===== src/rtl/game_pkg.sv =====
package game_pkg;

    typedef enum logic [2:0] {
        START,
        KEEPER,
        SHOOTER,
        WINNER,
        LOSER
    } g_state;

    typedef enum logic {
        SOLO,
        MULTI
    } g_mode;

    // Goal and shot counts
    typedef logic [3:0] score_t;

    // Byte sent to the link partner every cycle
    typedef logic [7:0] sync_byte_t;

    // Shot window counter, wide enough to hold SHOT_TICKS
    typedef logic [4:0] tick_t;

    localparam tick_t SHOT_TICKS = 5'd16;

    localparam score_t MATCH_SHOTS = 4'd6;

    // A solo player wins by conceding fewer goals than this
    localparam score_t SOLO_MAX_CONCEDED = 4'd2;

    localparam sync_byte_t SYNC_CLICK = 8'hC8;
    localparam sync_byte_t SYNC_START = 8'h48;
    localparam sync_byte_t SYNC_IDLE  = 8'h08;

endpackage


===== src/rtl/shot_if.sv =====
`timescale 1ns/100ps

interface shot_if import game_pkg::*; ();

    g_state game_state;
    logic   shot_done;
    logic   shot_goal;
    logic   match_end;
    logic   match_result;

    modport fsm (
        output game_state,
        input  shot_done, match_end, match_result
    );

    modport timer (
        input  game_state,
        output shot_done, shot_goal
    );

    modport scorer (
        input  game_state, shot_done, shot_goal,
        output match_end, match_result
    );

endinterface


===== src/rtl/game_state_sel.sv =====
`timescale 1ns/100ps

module game_state_sel import game_pkg::*; (
    input  logic       clk,
    input  logic       rst,
    input  logic       left_clicked,
    input  logic       right_clicked,
    input  logic       solo_enable,
    input  logic       connect_corrected,
    input  logic       enemy_shooter,
    input  logic       game_starts,
    shot_if.fsm        shots,
    output sync_byte_t data_to_transmit,
    output g_mode      game_mode
);

    g_state     game_state;
    g_state     game_state_nxt;
    g_mode      game_mode_nxt;
    sync_byte_t data_to_transmit_nxt;
    g_state     end_state;

    assign shots.game_state = game_state;

    always_ff @(posedge clk) begin
        if (rst) begin
            game_state <= START;
            game_mode  <= MULTI;
        end else begin
            game_state <= game_state_nxt;
            game_mode  <= game_mode_nxt;
        end
    end

    always_ff @(posedge clk) begin
        if (rst) begin
            data_to_transmit <= '0;
        end else begin
            data_to_transmit <= data_to_transmit_nxt;
        end
    end

    always_comb begin
        if (left_clicked) begin
            data_to_transmit_nxt = SYNC_CLICK;
        end else if (game_starts) begin
            data_to_transmit_nxt = SYNC_START;
        end else begin
            data_to_transmit_nxt = SYNC_IDLE;
        end
    end

    // The mode is latched while waiting in START and frozen for the whole match
    always_comb begin
        if (game_state == START) begin
            game_mode_nxt = solo_enable ? SOLO : MULTI;
        end else begin
            game_mode_nxt = game_mode;
        end
    end

    assign end_state = shots.match_result ? WINNER : LOSER;

    // Transitions use the mode being selected, so leaving START already obeys
    // the mode the match is played in
    always_comb begin
        game_state_nxt = game_state;
        if (game_mode_nxt == MULTI && !connect_corrected) begin
            game_state_nxt = START;
        end else begin
            case (game_state)
                START: begin
                    if (game_mode_nxt == SOLO) begin
                        if (left_clicked) begin
                            game_state_nxt = KEEPER;
                        end
                    end else if (game_starts) begin
                        game_state_nxt = enemy_shooter ? SHOOTER : KEEPER;
                    end
                end
                KEEPER: begin
                    if (shots.match_end) begin
                        game_state_nxt = end_state;
                    end else if (shots.shot_done && game_mode_nxt == MULTI) begin
                        game_state_nxt = SHOOTER;
                    end
                end
                SHOOTER: begin
                    if (shots.match_end) begin
                        game_state_nxt = end_state;
                    end else if (shots.shot_done) begin
                        game_state_nxt = KEEPER;
                    end
                end
                WINNER, LOSER: begin
                    if (right_clicked) begin
                        game_state_nxt = START;
                    end
                end
                default: begin
                    game_state_nxt = START;
                end
            endcase
        end
    end

    // A solo player only ever keeps goal
    assert property (@(posedge clk) disable iff (rst)
        !(game_state == SHOOTER && game_mode == SOLO));

    assert property (@(posedge clk) disable iff (rst)
        (game_state != START) |=> $stable(game_mode));

endmodule


===== src/rtl/shot_timer.sv =====
`timescale 1ns/100ps

module shot_timer import game_pkg::*; (
    input  logic clk,
    input  logic rst,
    input  logic shot_taken,
    input  logic shot_scored,
    shot_if.timer shots
);

    tick_t  window_cnt;
    g_state prev_state;
    logic   active;
    logic   entry;
    logic   resolve;

    assign active = (shots.game_state == KEEPER) || (shots.game_state == SHOOTER);
    assign entry  = shots.game_state != prev_state;

    // A shot attempt or an expired window resolves the shot. Nothing resolves
    // in the pulse cycle, as the state has not yet moved on
    assign resolve = active && !shots.shot_done &&
        (shot_taken || (!entry && window_cnt == SHOT_TICKS - tick_t'(1)));

    always_ff @(posedge clk) begin
        if (rst) begin
            window_cnt      <= '0;
            prev_state      <= START;
            shots.shot_done <= 1'b0;
            shots.shot_goal <= 1'b0;
        end else begin
            prev_state      <= shots.game_state;
            shots.shot_done <= resolve;
            shots.shot_goal <= resolve && shot_taken && shot_scored;
            if (!active || resolve) begin
                window_cnt <= '0;
            end else if (entry) begin
                // First cycle of a new state opens a fresh window
                window_cnt <= tick_t'(1);
            end else begin
                window_cnt <= window_cnt + tick_t'(1);
            end
        end
    end

    assert property (@(posedge clk) disable iff (rst)
        shots.shot_done |=> !shots.shot_done);

endmodule


===== src/rtl/match_scorer.sv =====
`timescale 1ns/100ps

module match_scorer import game_pkg::*; (
    input  logic   clk,
    input  logic   rst,
    shot_if.scorer shots,
    output score_t goals_own,
    output score_t goals_enemy
);

    score_t shot_cnt;
    logic   shooter_seen;
    logic   solo_rule;
    logic   count_shot;

    // Late resolutions after the last shot of a match are dropped
    assign count_shot = shots.shot_done && !shots.match_end;

    always_ff @(posedge clk) begin
        if (rst || shots.game_state == START) begin
            shot_cnt     <= '0;
            goals_own    <= '0;
            goals_enemy  <= '0;
            shooter_seen <= 1'b0;
        end else if (count_shot) begin
            shot_cnt <= shot_cnt + score_t'(1);
            if (shots.game_state == SHOOTER) begin
                shooter_seen <= 1'b1;
                if (shots.shot_goal) begin
                    goals_own <= goals_own + score_t'(1);
                end
            end
            if (shots.game_state == KEEPER && shots.shot_goal) begin
                goals_enemy <= goals_enemy + score_t'(1);
            end
        end
    end

    assign shots.match_end = shot_cnt == MATCH_SHOTS;

    // Solo play never reaches SHOOTER, so a match without any shooter turn
    // and no own goals is judged on goals conceded
    assign solo_rule = !shooter_seen && goals_own == '0;

    always_comb begin
        if (solo_rule) begin
            shots.match_result = goals_enemy < SOLO_MAX_CONCEDED;
        end else begin
            // A tie counts as a loss
            shots.match_result = goals_own > goals_enemy;
        end
    end

    assert property (@(posedge clk) disable iff (rst)
        shot_cnt <= MATCH_SHOTS);

endmodule


===== src/rtl/game_core.sv =====
`timescale 1ns/100ps

module game_core import game_pkg::*; (
    input  logic       clk,
    input  logic       rst,
    input  logic       left_clicked,
    input  logic       right_clicked,
    input  logic       solo_enable,
    input  logic       connect_corrected,
    input  logic       enemy_shooter,
    input  logic       game_starts,
    input  logic       shot_taken,
    input  logic       shot_scored,
    output sync_byte_t data_to_transmit,
    output g_state     game_state,
    output g_mode      game_mode,
    output score_t     goals_own,
    output score_t     goals_enemy
);

    shot_if shots ();

    game_state_sel u_game_state_sel (
        .clk               (clk),
        .rst               (rst),
        .left_clicked      (left_clicked),
        .right_clicked     (right_clicked),
        .solo_enable       (solo_enable),
        .connect_corrected (connect_corrected),
        .enemy_shooter     (enemy_shooter),
        .game_starts       (game_starts),
        .shots             (shots.fsm),
        .data_to_transmit  (data_to_transmit),
        .game_mode         (game_mode)
    );

    shot_timer u_shot_timer (
        .clk         (clk),
        .rst         (rst),
        .shot_taken  (shot_taken),
        .shot_scored (shot_scored),
        .shots       (shots.timer)
    );

    match_scorer u_match_scorer (
        .clk         (clk),
        .rst         (rst),
        .shots       (shots.scorer),
        .goals_own   (goals_own),
        .goals_enemy (goals_enemy)
    );

    assign game_state = shots.game_state;

endmodule


===== config.mk =====
export PLATFORM = sky130hd
export DESIGN_NAME = game_core
export DESIGN_NICKNAME = d
export VERILOG_FILES = /design/src/rtl/game_pkg.sv /design/src/rtl/shot_if.sv /design/src/rtl/game_state_sel.sv /design/src/rtl/shot_timer.sv /design/src/rtl/match_scorer.sv /design/src/rtl/game_core.sv
export SDC_FILE = /design/constraint.sdc
export NUM_CORES = 1
export LEC_CHECK = 0
export BUFFER_PORTS_ARGS = -buffer_cell sky130_fd_sc_hd__clkbuf_2
export CELL_PAD_IN_SITES_DETAIL_PLACEMENT = 0
export CELL_PAD_IN_SITES_GLOBAL_PLACEMENT = 1
export CORE_MARGIN = 2
export CORE_UTILIZATION = 37
export CTS_CLUSTER_DIAMETER = 30
export CTS_CLUSTER_SIZE = 8
export DETAILED_ROUTE_END_ITERATION = 16
export PLACE_DENSITY = 0.73
export SYNTH_ARGS = -nofsm -noshare
export SYNTH_HDL_FRONTEND = slang
export SYNTH_SLANG_ARGS = --single-unit

===== constraint.sdc =====
create_clock -name clk -period 1.6 [get_ports clk]
set_input_delay 0.24 -clock clk [delete_from_list [all_inputs] [get_ports clk]]
set_output_delay 0.24 -clock clk [all_outputs]
set_load 0.01 [all_outputs]

# Word level (Yosys, flattened, before mapping)
# Cells that the tools add are included.
# word_totals
reg_bits	35
latchBits	0
mem_bits_rw	0
mem_bits_ro	0
in_bits	10
out_inout_bits	20
word_cells	79
n_memories	0
# op_classes
add_sub_neg	4
mul	0
n_div	0
magnitude_cmp	2
eq_ne	12
shifts	0
muxes	17
bitwise	0
n_reduce_logical	31
# op_table
cell	count
$mux 3	9
$add 4x1->4 const B	3
$pmux 3 s4	1
$logic_and 1x1->1	10
$mux 8	1
$reduce_or 2->1	4
$mux 7	1
$eq 3x2->1 const B	2
$logic_not 1->1	6
$ne 3x1->1 const B	2
$add 5x1->5 const B	1
$eq 5x4->1 const B	1
$reduce_and 5->1	1
$eq 4x3->1 const B	1
$gt 4x4->1	1
$logic_not 4->1	1
$logic_or 1x1->1	4
$lt 4x2->1 const B	1
$mux 1	4
$reduce_and 2->1	2
$eq 3x1->1 const B	1
$eq 3x3->1 const B	1
$logic_not 3->1	1
$ne 3x2->1 const B	1
other kinds (6)	6

# Longest topological paths before layout
# logic_depth
ltp_word	7
ltp_mapped	8
ltp_nobuf	8

# Hierarchy
# A second synthesis with hierarchy kept.
# unflattened
cells_unflattened	176
hier_area_um2	1632.8
# by_module_without_submodules
module	instances	cells_per_inst	area_each_um2	seq_area_each_um2
match_scorer	1	84	789.5	260.2
game_state_sel	1	52	422.9	140.1
shot_timer	1	40	420.4	200.2

# Worst setup path before layout
# Ideal clock, no wire load.
# synth_timing
path_kind	register to register
startpoint	register u_match_scorer.goals_own[0]
endpoint	register u_game_state_sel.game_state[2], in the netlist u_game_state_sel.shots.game_state[2]
setup_ps	70
t_arrival_ps	1640
required_time_ps	1530
slack_ps	-110
stages_incl_launch_ff	8
path_buffers	0
period_less_slack_ps	1710
cell_sequence	dfxtp_1 -> inv_1 -> ha_1 -> nor4b_2 -> a211oi_1 -> a21oi_1 -> a2111o_1 -> a21oi_1
# synth_via
elab_chain_len	6
elab_cells_between_ends	8
classes_between	1 x order compare; 5 x mux; 2 x reduce/logical
# synth_lines
element	line_no	source
from (decl)	match_scorer.sv:7	output score_t goals_own,
from (signal assigned)	match_scorer.sv:30	goals_own <= goals_own + score_t'(1);
branches (longest 2 deep; another with $gt 4x4->1)	-	
$mux 1 *	match_scorer.sv:46	if (solo_rule) begin
$mux 3 *	game_state_sel.sv:62	assign end_state = shots.match_result ? WINNER : LOSER;
$mux 3, on equally long branches	game_state_sel.sv:89, game_state_sel.sv:82	
$pmux 3 s4 *	game_state_sel.sv:71	case (game_state)
to (signal assigned)	game_state_sel.sv:30	game_state <= game_state_nxt;
to (decl)	game_state_sel.sv:17	g_state game_state;
# Mark *: on every way between the ends.
# A chain may end at the register's enable or synchronous reset.

# Worst setup path after layout
# layout_timing
startpoint	register u_match_scorer.goals_own[1]
endpoint	register u_game_state_sel.game_state[2], in the netlist u_game_state_sel.shots.game_state[2]
# The elaborated chain is that of the path after synthesis.

==> flow_summary.json <==
{
  "synth_top_area_share_pct": 37.77,
  "core-area_mm2": 0.004058,
  "drv_slew": 0,
  "clock_tree.root_cell": "clkbuf_8",
  "fillers": 391,
  "die_w_um": 69.56,
  "ios": 30,
  "rows": 23,
  "final_antenna_net_count": 0,
  "cts.htree.levels": 2,
  "gp_congestion": 0.7847,
  "worst_setup_path_end_kind": "register",
  "worstPathMaxFanout": 3,
  "hold_class": "input pin to register",
  "status": "finished with violations",
  "post_cts_hold_buffer_count": 0,
  "worstSetupStartpointType": "register",
  "dieArea_mm2": 0.004839,
  "path_clk_slew_ns": 0.06,
  "final_cell_mix": "nor2_1 (24), clkbuf_2 (24), dfxtp_1 (23), buf_4 (21)",
  "total_power_mw": 2.282,
  "placed_cell_area_mm2": 0.001866,
  "cts_tree": "built",
  "syn-mean-instance-area_um2": 9.036,
  "yosysSeqAreaShare_pct": 37.77,
  "max_freq_mhz": 598.1,
  "tns_ns": -0.07183,
  "cts_sinks": 30,
  "violations": "negative setup slack",
  "p_leak_nw": 0.9198,
  "reg2reg_setup_slack_ns": -0.07,
  "antenna_found_initial": 0,
  "post-route-drc-count": 0,
  "routed_wl_um": 3461,
  "stdcell_area_mm2": 0.002069,
  "yosys.cell_types.count": 43,
  "clk_latency_ns": 0.28,
  "seqCellArea_um2": 611.8,
  "dp_hpwl_um": 2469,
  "start_util_pct": 39.19,
  "grt_start_max_net_pins": 14,
  "min_period_ns": 1.672,
  "die_h_um": 69.56,
  "antennaDiodeCount": 0,
  "drtPass1Iterations": 3,
  "worstPathRequired_ns": 1.82,
  "portBuffers": 24,
  "initialDrtViolationCount": 38,
  "wl_per_cell_um": 12.77,
  "synth_top_area_cell": "dfxtp_1",
  "grt-ovfl-total": 0,
  "yosys_most_used_dff": "dfxtp_1",
  "rsz0062_at_grt": "true",
  "vias_per_cell": 4.919,
  "peakVddDrop_v": 0.0006157,
  "vias": 1333,
  "track_usage_pct": 14.90,
  "r2r-end": "u_game_state_sel.shots.game_state[2]$_SDFFE_PP0P_",
  "hold_start": "shot_scored",
  "critPathKind": "register to register",
  "pre_cts_ws_ns": -0.1176,
  "first_global_vias": 1337,
  "min_path_cells": 3,
  "cts-buffers-inserted": 5,
  "synthTopCellsByArea": "dfxtp_1 (38%), ha_1 (8.7%), nor2_1 (5.9%)",
  "timing_hold_violations_final": 0,
  "power_density_mw_per_mm2": 1103,
  "synthesis.area_mm2": 0.001590,
  "post-route-util_pct": 51.00,
  "setup_ws_ns": -0.07183,
  "synth-edff-count": 0,
  "reg2reg_from": "u_match_scorer.goals_own[1]$_SDFFE_PP0P_",
  "grt_pass1_wl_um": 5754,
  "async_reset_ff_share_pct": 0,
  "drv_cap": 0,
  "whs_endpoint": "u_shot_timer.shots.shot_goal$_SDFF_PP0_",
  "crit_arrival_ns": 1.89,
  "clockBufferDepth": 2,
  "fin_worst_skew_ns": 0.004798,
  "finalCritPeriodShare_pct": 104.5,
  "drive_gt1_share_pct": 36.65,
  "synthCells": 176,
  "syn2layout_area_growth_pct": 30.13,
  "worst_r2r_path_depth": 7,
  "yosys_warnings": 0,
  "synth-seq-cells": 30,
  "setup_violations": 1,
  "multi_input_area_um2": 997.2,
  "nets": 242
}
==> critical path: stages (launching register included) <==
cell      delay [ns]
dfxtp_2         0.34
inv_2           0.07
ha_4            0.13
nor4b_4         0.24
mux2i_1         0.26
a21oi_2         0.07
a2111o_1        0.36
a21oi_2         0.14
==> Yosys cell counts, drive strengths merged, types with 2 or more instances <==
library cell and number:
nand3b 2, ha 11, nor3b 3, nor3 5
dfxtp 30, xor2 7, nand2b 2, inv 11
nand2 5, nor2 25, nand3 5, a21oi 13
nand4 2, and3 2, a211oi 3, or3 4
buf 10, xnor2 3, o21ai 6, nor2b 5
mux2i 5, o2bb2ai 2
==> metal layers <==
metal / up-vias / global-route usage, % / share of wire, %
li1: 688 / - / -
met1: 618 / 16.77 / 43
met4: 0 / 5.882 / 1.3
met2: 22 / 25.75 / 53
met3: 5 / 5.087 / 3.2
met5: - / 0 / 0
==> state kept, by name, indices dropped and copies added (netlist names), 3 cells and up <==
name                               cells
u_match_scorer.shot_cnt                4
u_game_state_sel.data_to_transmit      3
u_shot_timer.prev_state                3
u_shot_timer.window_cnt                5
u_game_state_sel.shots.game_state      3
u_match_scorer.goals_enemy             4
u_match_scorer.goals_own               4
==> cells by family after synthesis <==
kind of cell | synth area share, %
other | 0.2358
muxes | 3.147
AOI/OAI and AO/OA | 12.83
xor gates and xnor gates | 5.508
buffers and inverters | 7.711
and+or+nand+nor | 24.15
DFF | 37.77
adders and majority gates | 8.654
==> cell type report <==
type	instances	area share [%]
multi-input cells	128	48.19
inverters	11	2.116
clock buffers	7	3.688
repair buffers	45	13.42
flip-flops and latches	30	29.56
well taps	50	3.023
==> how the worst max path moves through the flow <==
stage | end | start | slack [ns]
finish | u_game_state_sel.shots.game_state[2]$_SDFFE_PP0P_ | u_match_scorer.goals_own[1]$_SDFFE_PP0P_ | -0.07
global route | u_game_state_sel.shots.game_state[2]$_SDFFE_PP0P_ | u_match_scorer.goals_own[1]$_SDFFE_PP0P_ | -0.18
CTS | u_game_state_sel.shots.game_state[2]$_SDFFE_PP0P_ | u_match_scorer.goals_own[0]$_SDFFE_PP0P_ | -0.05
detailed placement | u_game_state_sel.shots.game_state[2]$_SDFFE_PP0P_ | u_match_scorer.goals_own[0]$_SDFFE_PP0P_ | -0.12
global placement | u_game_state_sel.shots.game_state[2]$_SDFFE_PP0P_ | u_match_scorer.goals_own[0]$_SDFFE_PP0P_ | 0.01
floorplan | u_game_state_sel.shots.game_state[2]$_SDFFE_PP0P_ | u_match_scorer.goals_enemy[1]$_SDFFE_PP0P_ | -0.02
==> per-stage QoR <==
stage,std cells,hold slack [ns]
2_1_floorplan,180,0.3558
3_3_place_gp,262,0.4649
3_5_place_dp,262,0.4651
4_1_cts,271,0.1665
5_1_grt,271,0.1842
6_report,271,0.1746
==> timing repair <==
item / in CTS / in global routing
resized for setup: 6 / 19
setup endpoints to repair: 3 / 8
pin swaps: 3 / 4
setup buffers: 2 / 0
==> power breakdown <==
| part | internal [mW] | leakage [nW] | switching (mW) |
|---|---|---|---|
| clock network | 0.299 | 0.0383 | 0.265 |
| registers | 0.810 | 0.247 | 0.0696 |
| logic | 0.374 | 0.634 | 0.465 |
(Power assumes the default switching activity.)
